## config.mk

```make
export PLATFORM = sky130hd
export DESIGN_NAME = conv_mac
export DESIGN_NICKNAME = d
export VERILOG_FILES = /design/src/hw/cad_pkg.sv /design/src/hw/conv_mac.sv
export SDC_FILE = /design/constraint.sdc
export NUM_CORES = 1
export LEC_CHECK = 0
export ABC_AREA = 0
export BUFFER_PORTS_ARGS = -buffer_cell sky130_fd_sc_hd__buf_2
export CAP_MARGIN = 25
export CELL_PAD_IN_SITES_DETAIL_PLACEMENT = 1
export CELL_PAD_IN_SITES_GLOBAL_PLACEMENT = 2
export CORE_MARGIN = 8
export CORE_UTILIZATION = 35
export CTS_BUF_LIST = sky130_fd_sc_hd__clkbuf_8
export DETAILED_ROUTE_END_ITERATION = 8
export HOLD_SLACK_MARGIN = 0.15
export PLACE_DENSITY = 0.83
export SYNTH_ARGS = -nofsm -noshare
export SYNTH_HDL_FRONTEND = slang
export SYNTH_SLANG_ARGS = --single-unit
```

## constraint.sdc

```tcl
create_clock -name clk -period 3.9 [get_ports clk]
set_clock_uncertainty 0.15 [all_clocks]
set_input_delay 0.195 -clock clk [delete_from_list [all_inputs] [get_ports clk]]
set_output_delay 0.195 -clock clk [all_outputs]
set_load 0.1 [all_outputs]
```

## src/hw/cad_pkg.sv

```systemverilog
package cad_pkg;

  // Data widths
  localparam int DATA_W   = 8;
  localparam int RESULT_W = 20;

  // Kernel geometry; one image bank per kernel column
  localparam int KSIZE     = 5;
  localparam int NUM_BANKS = KSIZE;

  // ------------------------------
  // Scalar and row types
  // ------------------------------
  typedef logic signed [DATA_W-1:0] pixel_t;

  typedef logic signed [RESULT_W-1:0] result_t;

  // Five horizontally adjacent taps, index 0 is the leftmost column
  typedef pixel_t [KSIZE-1:0] tap_row_t;

endpackage

```

## src/hw/conv_mac.sv

```systemverilog
`timescale 1ns/1ps

module conv_mac (
  input  logic              clk,
  input  logic              rst_n,
  input  cad_pkg::tap_row_t img_taps,
  input  cad_pkg::tap_row_t ker_taps,
  input  logic              acc_first,
  output cad_pkg::result_t  res,
  output logic              res_valid
);
  import cad_pkg::*;

  logic       first_d;
  logic [2:0] row_cnt;
  result_t    row_sum;
  result_t    acc;

  // Five signed products summed at full result width
  always_comb
  begin
    row_sum = '0;
    for (int k = 0; k < KSIZE; k++)
    begin
      row_sum = row_sum + result_t'(img_taps[k]) * result_t'(ker_taps[k]);
    end
  end

  // ------------------------------
  // Row counting
  // ------------------------------
  // acc_first is issued with the read and data shows up one cycle later
  always_ff @(posedge clk or negedge rst_n)
  begin
    if (!rst_n)
    begin
      first_d   <= 1'b0;
      row_cnt   <= '0;
      res_valid <= 1'b0;
    end
    else
    begin
      first_d   <= acc_first;
      res_valid <= (row_cnt == 3'(KSIZE - 1));
      if (first_d)
        row_cnt <= 3'd1;
      else if (row_cnt == 3'(KSIZE - 1))
        row_cnt <= '0;
      else if (row_cnt != '0)
        row_cnt <= row_cnt + 1'b1;
    end
  end

  always_ff @(posedge clk)
  begin
    if (first_d)
      acc <= row_sum;
    else if (row_cnt != '0)
      acc <= acc + row_sum;
  end

  assign res = acc;

endmodule

```

==> results of run 1 <==
## registers in the layout (all words and copies together) (netlist names)
name       flops
res           20
res_valid      1
row_cnt        3
first_d        1
## cells by family (layout without fill, tap and decap cells)
group | after synthesis | after routing | share of synthesized area (%)
adders and majority gates | 571 | 571 | 64.84
buffers and inverters | 492 | 857 | 11.65
and+or+nand+nor | 388 | 388 | 12.45
AOI/OAI and AO/OA | 97 | 97 | 4.002
xor gates and xnor gates | 41 | 41 | 2.256
DFF | 25 | 25 | 4.560
muxes | 3 | 3 | 0.2358
other | 0 | 1 | 0
## metal layers
layer  vias to the layer above  GRT usage, %  wire length, µm  share of wire, %
li1                       5408             -                -                 -
met1                      6287         23.90            20790                43
met2                       166         33.83            25250                53
met3                        50         1.483             1209               2.5
met4                         4         2.012              740               1.5
met5                         -             0               26             0.054
## cells in the final DEF (no fill, tap or decap), types with 9 or more instances in the layout
cell | synthesis | final
inv_2 | 0 | 24
a21o_1 | 10 | 10
and2_1 | 170 | 151
buf_4 | 0 | 263
buf_6 | 1 | 30
o21ai_1 | 2 | 18
xnor2_2 | 0 | 9
nand2_1 | 139 | 130
edfxtp_1 | 20 | 20
ha_1 | 148 | 106
buf_2 | 0 | 67
fa_1 | 423 | 406
and2_4 | 0 | 18
xnor2_1 | 28 | 18
nor2_1 | 42 | 33
xor2_1 | 13 | 10
inv_1 | 482 | 454
nand2b_1 | 20 | 19
ha_4 | 0 | 41
a21oi_2 | 1 | 10
fa_2 | 0 | 17
## worst reg2reg max path: cells and delay by family (launching register included)
family          cells  cell delay [ns]
compound gates      6             1.31
fa+ha+maj           2             0.72
mux                 1             0.26
simple gates        1             0.17
xor+xnor            1             0.15
flops               1             0.40
## timing repair
item / 4_1_cts / 5_1_grt
buffers inserted: 19 / 5
cloned: 0 / 0
resized for setup: 161 / 57
pin swaps: 86 / 20
endpoints found under the hold margin: 6 / 0
endpoints found under the setup margin: 19 / 19
hold buffers: 3 / 0
## final cells by class
class | instances | area, µm² | share of cell area, %
flip-flops and latches | 25 | 725.7 | 3.537
inverters | 483 | 1829 | 8.915
diodes | 1 | 2.502 | 0.01220
well taps | 600 | 750.7 | 3.659
repair buffers | 370 | 2795 | 13.62
multi-input cells | 1100 | 14370 | 70.02
clock inverters | 1 | 7.507 | 0.03659
clock buffers | 3 | 41.29 | 0.2012
## stage by stage
stage                     setup TNS, ns  area (µm²)  setup slack, ns  hold slack [ns]
after global placement           -64.53       19300           -4.560          -0.1386
after detailed placement         -66.67       19300           -4.740          -0.1306
after CTS                        -57.12       20170           -4.175           0.3820
after floorplan                  -50.70       16270           -3.957          -0.2506
final                            -57.96       20520           -4.168           0.3815
after global routing             -62.07       20520           -4.474           0.3928
## worst paths after layout
path,start,endpoint,slack (ns),depth (start not counted)
hold / removal,acc_first,first_d,0.38,2
min in group asynchronous,rst_n,first_d,0.70,3
setup / recovery,ker_taps[33],res[18],-4.17,35
hold reg to reg,row_cnt[2],row_cnt[0],0.42,1
setup reg to reg,res[0],res[18],0.50,11
max in group asynchronous,rst_n,row_cnt[2],2.70,3
==> impl_results.md, run 1 <==
* Status: finished with violations
* Failing checks: negative setup slack
* Worst path top cell family by delay: adder cells
* Initial drt markers at 338
* Worst setup EP type: register
* Hold Vio Cnt, Final at 0
* Synthesized Nets at 2271
* # setup viols final at 18
* CP max FO at 5
* Clock Sinks at 25
* Final Util at 45.51%
* Most frequent CP cell: fa_1
* Core ar. at 0.04509 mm²
* Grt total ovfl at 0
* Slew Limit Fails at 0
* Post-synth top area share at between 50% and 60%
* Cell Area, Synth at 0.01592 mm²
* Register bit total from synthesis at 25
* Most common cell in the netlist: inv_1
* Routed via count at about 12000
* Slowest cell on the critical path: fa_1
* Fmax achieved at 0.1239 GHz
* Number of synthesized flops with an enable pin at 20
* Commonest cells post-synth: inv_1, fa_1, and2_1
* Starting density of the core at a little over a third
* Row count at 78
* Number of antenna violations at the first check in global routing at 3
* Drt first pass iters at 4
* Final net count at 2637
* Number of placed cells counting well taps at between 2000 and 3000
* IO Pins at 104
* Rel. slew slack at 62.46%
* Critical path arrival at 7.98 ns
* H-tree Lvls at 1
* Clock latency on the worst-skew pair at 0.30 ns
* Ys flop type: edfxtp_1
* Crit Path Category: input port to register
* Syn Area/Cell at just under 10 µm²
* Final GP Congestion at 0.8964
* Synth area leader: fa_1
* Filler instances at 5129
* Final HPWL DP at between 40000 and 50000 µm
* Post-DRT Antenna Nets at 0
* Die height at 229.2 µm
* Total GRT Usage at 18.34%
* Die area at approximately 0.053 mm²
* CP Launch Type: input port
* Syn Inst Count at 1617
* Fin crit share at 206.9%
* Routed WL at 48010 µm
* Longest Clk Path Bufs at 2
* DRC at 0
* Finished Layout Cells at approximately 2600
* Worst Setup Slack, final at -4.168 ns
* Vias in the first global route at roughly 14000
* Drt wl/cell at 18.59 µm
* Clk root buf: clkbuf_8
* Number of max-cap violations at 0
* Chip width at approximately 230 µm
* Count of different cell masters after synthesis at 52
* Port Buffers at ~100
* WP data required at 3.81 ns
* Worst path max stage delay at between 0.5 and 0.6 ns
* Vias per cell at roughly 4.6
* CTS tree: yes
* TritonCTS buffer count at 3
* Ys async rst share at 20.00%
* Synth warnings at 0
* Slew of the pin with the lowest slew margin at roughly 0.56 ns
* Largest net degree at the start of global routing at between 40 and 50
* Global-route wire length before repair at 77800 µm
* Clk pin slew, worst setup/hold paths at 0.11 ns
* Crit path buf inv count at 9
* P&R area growth vs syn at 28.92%
* Most area-consuming cells after synthesis: fa_1, ha_1, inv_1, and2_1, edfxtp_1
* RSZ-0062 raised after global routing: yes
* Hold Path Class: input port to register
* Layout cells sized above 1 at 27.90%
* Sequential cell area fraction in the yosys report at 4.560%
* Min Tclk post-route at 8.068 ns
Power of run 1 is not shown: default switching activity piles up to over one toggle a cycle in this logic, so the estimate is an artifact.
==> run 2, diff against run 1 <==
--- a/config.mk
+++ b/config.mk
@@ -15,6 +15,7 @@
 export CTS_BUF_LIST = sky130_fd_sc_hd__clkbuf_8
 export DETAILED_ROUTE_END_ITERATION = 8
 export HOLD_SLACK_MARGIN = 0.15
+export MAX_ROUTING_LAYER = met4
 export PLACE_DENSITY = 0.83
 export SYNTH_ARGS = -nofsm -noshare
 export SYNTH_HDL_FRONTEND = slang
==> run 2 against run 1 <==
- the run still ends with negative setup slack left
- cell count rose by 0.23%
- largest cell class unchanged
- clock-buffer cell count stayed put
- worst setup slack gained 0.014 ns
- first-iteration DRC count fell by 9.2%
- critical path depth fell by 5
- fmax up 0.17%
- sequential share of layout area about the same
- highest routed layer is now met4
- flip-flop and latch count stayed put
==> impl_results.md, run 2 (synthesis results as in run 1) <==
* Largest net degree at the start of global routing at 43 (unchanged)
* Initial drt markers at 307 (-9.2%)
* Die area at 0.05255 mm² (unchanged)
* Setup TNS at -56.58 ns (+1.381 ns)
* Final net count at 2642 (+0.19%)
* Slew of the pin with the lowest slew margin at 0.5720 ns (+0.01235 ns)
* Number of placed cells counting well taps at 2552 (-0.039%)
* WP data required at 3.81 ns (about the same)
* Final HPWL DP at 42340 µm (-1.8%)
* Most frequent CP cell: fa_1
* Longest Clk Path Bufs at 2 (unchanged)
* Core ar. at 0.04509 mm² (unchanged)
* Number of max-cap violations at 0 (unchanged)
* Reg area at 725.7 µm² (unchanged)
* Drt wl/cell at 18.05 µm (-2.9%)
* RSZ-0062 raised after global routing: yes
* Crit Path Category: input port to register
* # setup viols final at 18 (unchanged)
* Status: finished with violations
* Clk root buf: clkbuf_8
* Worst Setup Slack, final at -4.155 ns (+0.01370 ns)
* H-tree Lvls at 1 (unchanged)
* Worst path max stage delay at 0.58 ns (+0.02 ns)
* Min Tclk post-route at 8.055 ns (-0.01370 ns)
* Layout cells sized above 1 at 29.14% (+1.2 points)
* Fmax achieved at 0.1242 GHz (+0.17%)
* DRC at 0 (unchanged)
* Area of the multi-input gates at 0.01447 mm² (+0.72%)
* Vias in the first global route at 14281 (-1.4%)
* Die height at 229.2 µm (unchanged)
* Critical path arrival at 7.96 ns (-0.02 ns)
* Vias per cell at 4.562 (-1.1%)
* Drt first pass iters at 4 (unchanged)
* IO Pins at 104 (unchanged)
* Final GP Congestion at 0.9085 (+1.3%)
* Failing checks: negative setup slack
* Max FFs per register at 20 (unchanged)
* Hold Path Class: input port to register
* Post-DRT Antenna Nets at 0 (unchanged)
* Slew Limit Fails at 0 (unchanged)
* CP Launch Type: input port
* Hold Vio Cnt, Final at 0 (unchanged)
* Port Buffers at 103 (unchanged)
* Slowest cell on the critical path: fa_2
* Final Util at 46.01% (+0.50 points)
* Worst path top cell family by delay: adder cells
* Rel. slew slack at 61.64% (-0.83 points)
* Most common cell after layout, fill and taps aside: inv_1
* Routed WL at 46730 µm (-2.7%)
* TritonCTS buffer count at 3 (unchanged)
* Most frequent cells in the layout: inv_1, fa_1, buf_4, and2_1, nand2_1
* CP max FO at 4 (-1)
* Finished Layout Cells at 2589 (+0.23%)
* Filler instances at 5099 (-0.58%)
* Clock Sinks at 25 (unchanged)
* Starting density of the core at 35.30% (unchanged)
* Grt total ovfl at 0 (unchanged)
* Clock latency on the worst-skew pair at 0.30 ns (about the same)
* Row count at 78 (unchanged)
* P&R area growth vs syn at 30.35%
* CTS tree: yes
* Crit path buf inv count at 4 (-5)
* Fin crit share at 206.5% (-0.35 points)
* Global-route wire length before repair at 75370 µm (-3.1%)
* Routed via count at 11812 (-0.86%)
* Chip width at 229.2 µm (unchanged)
* Total GRT Usage at 18.27% (-0.078 points)
* Clk pin slew, worst setup/hold paths at 0.10 ns (about the same)
* Worst setup EP type: register
* Number of antenna violations at the first check in global routing at 2 (-1)
==> run 2: worst paths after layout <==
check                              from          to  slack (ns)  cells past startpoint
max                        img_taps[13]     res[18]       -4.15                     30
min                           acc_first     first_d        0.40                      2
max reg2reg                      res[0]     res[18]        0.45                     11
min reg2reg                  row_cnt[2]  row_cnt[0]        0.40                      1
max in group asynchronous         rst_n     first_d        2.70                      3
min in group asynchronous         rst_n  row_cnt[0]        0.70                      3
==> run 2: stage by stage <==
stage	hold WS, ns	instance area (µm²)	setup WS [ns]
5_1_grt	0.3873	20740	-4.385
3_5_place_dp	-0.1289	19300	-4.705
2_1_floorplan	-0.2506	16270	-3.957
4_1_cts	0.3916	20100	-4.258
3_3_place_gp	-0.1396	19300	-4.529
6_report	0.3962	20740	-4.155
==> run 2: area by class of cell <==
class / instances / share of cell area [%]
Timing Repair Buffer: 375 / 14.07
Sequential cell: 25 / 3.498
Clock inverter: 1 / 0.03619
Inverter: 483 / 8.806
Antenna cell: 2 / 0.02413
Multi-Input combinational cell: 1100 / 69.75
Tap cell: 600 / 3.619
Clock buffer: 3 / 0.1990
==> run 2: layer usage <==
| layer | vias to the layer above | wire length (µm) | track usage (%) |
|---|---|---|---|
| met2 | 154 | 24240 | 32.34 |
| met5 | - | 0 | - |
| met3 | 40 | 1012 | 1.310 |
| li1 | 5420 | - | - |
| met1 | 6198 | 20830 | 23.43 |
| met4 | 0 | 646 | 2.251 |
==> run 2: timing repair <==
item / in CTS / in global routing
buffers inserted: 11 / 19
resized for setup: 145 / 114
endpoints found under the setup margin: 19 / 19
pin swaps: 73 / 64
endpoints found under the hold margin: 6 / 0
hold buffers: 3 / 0
Power of run 2 is left out for the same reason.
==> run 3, diff against run 2 <==
--- a/config.mk
+++ b/config.mk
@@ -10,13 +10,13 @@
 export CAP_MARGIN = 25
 export CELL_PAD_IN_SITES_DETAIL_PLACEMENT = 1
 export CELL_PAD_IN_SITES_GLOBAL_PLACEMENT = 2
-export CORE_MARGIN = 8
 export CORE_UTILIZATION = 35
 export CTS_BUF_LIST = sky130_fd_sc_hd__clkbuf_8
 export DETAILED_ROUTE_END_ITERATION = 8
 export HOLD_SLACK_MARGIN = 0.15
 export MAX_ROUTING_LAYER = met4
 export PLACE_DENSITY = 0.83
+export REMOVE_ABC_BUFFERS = 1
 export SYNTH_ARGS = -nofsm -noshare
 export SYNTH_HDL_FRONTEND = slang
 export SYNTH_SLANG_ARGS = --single-unit
==> run 3 against run 2 <==
- the flow still finishes with violations (negative setup slack)
- worst setup slack got worse by 0.27 ns
- global-route usage rose by 3.3 points
- hold slack improved by 0.019 ns
- cell count fell by 0.15%
- die area fell by 12%
- via count rose by 1.4%
- register-to-register slack got worse by 0.02 ns
- cell area rose by 0.41%
- fmax fell by 3.2%
- wire length rose by 3.4%
- critical endpoint unchanged
- highest routed layer unchanged
==> impl_results.md, run 3 (synthesis results as in run 1) <==
* Status: finished with violations
* Failing checks: negative setup slack
* H-tree Lvls at 1 (unchanged)
* Largest net degree at the start of global routing at 23 (-47%)
* Worst path top cell family by delay: adder cells
* IO Pins at 104 (unchanged)
* Layout cells sized above 1 at 30.35% (+1.2 points)
* Slew Limit Fails at 0 (unchanged)
* Clock Sinks at 25 (unchanged)
* Most common cell after layout, fill and taps aside: inv_1
* DRC at 0 (unchanged)
* Longest Clk Path Bufs at 2 (unchanged)
* Min Tclk post-route at 8.320 ns (+0.2656 ns)
* Worst path max stage delay at 0.61 ns (+0.03 ns)
* Hold Path Class: register to register
* Die height at 215.2 µm (-6.1%)
* Final net count at 2645 (+0.11%)
* R2R cell count at 11 (unchanged)
* Critical path arrival at 8.22 ns (+0.26 ns)
* Slew of the pin with the lowest slew margin at 0.7697 ns (+0.1977 ns)
* Number of antenna violations at the first check in global routing at 3 (+1)
* Fmax achieved at 0.1202 GHz (-3.2%)
* Grt total ovfl at 0 (unchanged)
* Vias in the first global route at 14403 (+0.85%)
* Routed WL at 48300 µm (+3.4%)
* Die area at 0.04633 mm² (-12%)
* Min-Delay Startpoint: row_cnt[2]
* WP data required at 3.80 ns (about the same)
* Worst Setup Slack, final at -4.420 ns (-0.2656 ns)
* CP Launch Type: input port
* Hold Vio Cnt, Final at 0 (unchanged)
* Clock latency on the worst-skew pair at 0.29 ns (about the same)
* R2r endpoint: res[18]
* CP max FO at 6 (+2)
* Rel. slew slack at 48.68% (-13 points)
* Hold Path End: row_cnt[0]
* Drt first pass iters at 5 (+1)
* Vias per cell at 4.635 (+1.6%)
* Filler instances at 5017 (-1.6%)
* Post-DRT Antenna Nets at 0 (unchanged)
* Port Buffers at 103 (unchanged)
* Global-route wire length before repair at 76250 µm (+1.2%)
* Most frequent cells in the layout: inv_1, fa_1, buf_4, and2_1, nand2_1
* P&R area growth vs syn at 30.88%
* Chip width at 215.2 µm (-6.1%)
* Number of max-cap violations at 0 (unchanged)
* Row count at 77 (-1.3%)
* Reg area at 725.7 µm² (unchanged)
* Core ar. at 0.04451 mm² (-1.3%)
* Worst setup EP type: register
* Worst R2R Setup Slack at 0.43 ns (-0.02 ns)
* Crit path buf inv count at 4 (unchanged)
* RSZ-0062 raised after global routing: yes
* Clk pin slew, worst setup/hold paths at 0.10 ns (about the same)
* Crit Path Category: input port to register
* Hold slack at 0.4150 ns (+0.01880 ns)
* Fin crit share at 213.3% (+6.8 points)
* Max FFs per register at 20 (unchanged)
* Initial drt markers at 370 (+21%)
* Most frequent CP cell: fa_1
* Clk root buf: clkbuf_8
* # setup viols final at 18 (unchanged)
* Final HPWL DP at 41230 µm (-2.6%)
* Setup crit start: ker_taps[34]
* Slowest cell on the critical path: fa_2
* Final GP Congestion at 0.8807 (-3.1%)
* Drt wl/cell at 18.68 µm (+3.5%)
* Area of the multi-input gates at 0.01449 mm² (+0.12%)
* Hold path depth at 1 (-1)
* Finished Layout Cells at 2585 (-0.15%)
* Total GRT Usage at 21.53% (+3.3 points)
* Worst R2R Start: res[0]
* Number of placed cells counting well taps at 2534 (-0.71%)
* CTS tree: yes
* TritonCTS buffer count at 3 (unchanged)
* Routed via count at 11982 (+1.4%)
* Starting density of the core at 35.76% (+0.46 points)
[run 3: cell count changes in the layout (fill, tap and decap cells not counted), sizes merged]
| cell | change |
|---|---|
| inv | +2 |
| diode | +1 |
| clkbuf | +1 |
| clkinvlp | -3 |
| clkinv | +1 |
| buf | +2 |
[run 3: worst max path at each step]
stage               slack (ns)  endpoint  depth (start not counted)
CTS                      -4.22   res[19]                         32
detailed placement       -4.96   res[18]                         31
global route             -4.57   res[19]                         32
floorplan                -4.37   res[18]                         27
finish                   -4.42   res[18]                         30
global placement         -4.76   res[18]                         31
[run 3: routing by layer]
metal / global-route usage, % / up-vias / wire, µm / part of all wire [%]
met4: 4.634 / 0 / 1266 / 2.6
met1: 25.87 / 6309 / 19400 / 40
met2: 38.89 / 175 / 26200 / 54
met3: 2.109 / 65 / 1430 / 3.0
li1: - / 5433 / - / -
met5: - / - / 0 / 0
[run 3: metrics by stage]
stage / area, µm² / setup WS [ns] / setup TNS (ns) / util (%)
global route: 20830 / -4.575 / -62.42 / 46.80
CTS: 19960 / -4.221 / -57.56 / 44.84
detailed placement: 18880 / -4.959 / -68.91 / 42.41
global placement: 18880 / -4.765 / -65.93 / 42.41
finish: 20830 / -4.420 / -60.09 / 46.80
floorplan: 15870 / -4.365 / -55.26 / -
[run 3: cell type report]
| class | instances | area share [%] |
|---|---|---|
| inverter | 483 | 8.752 |
| antenna | 3 | 0.03604 |
| tap | 592 | 3.556 |
| multi-input combinational | 1100 | 69.55 |
| sequential | 25 | 3.484 |
| clock buffer | 3 | 0.1982 |
| clock inverter | 1 | 0.02403 |
| timing repair buffer | 378 | 14.40 |
[run 3: what timing repair did]
action	in CTS	in global routing
hold buffers	3	0
endpoints found under the hold margin	6	0
setup buffers	21	29
cloned	0	0
pin swaps	86	157
endpoints found under the setup margin	19	19
gates resized for setup	190	189
Power of run 3 is left out for the same reason.
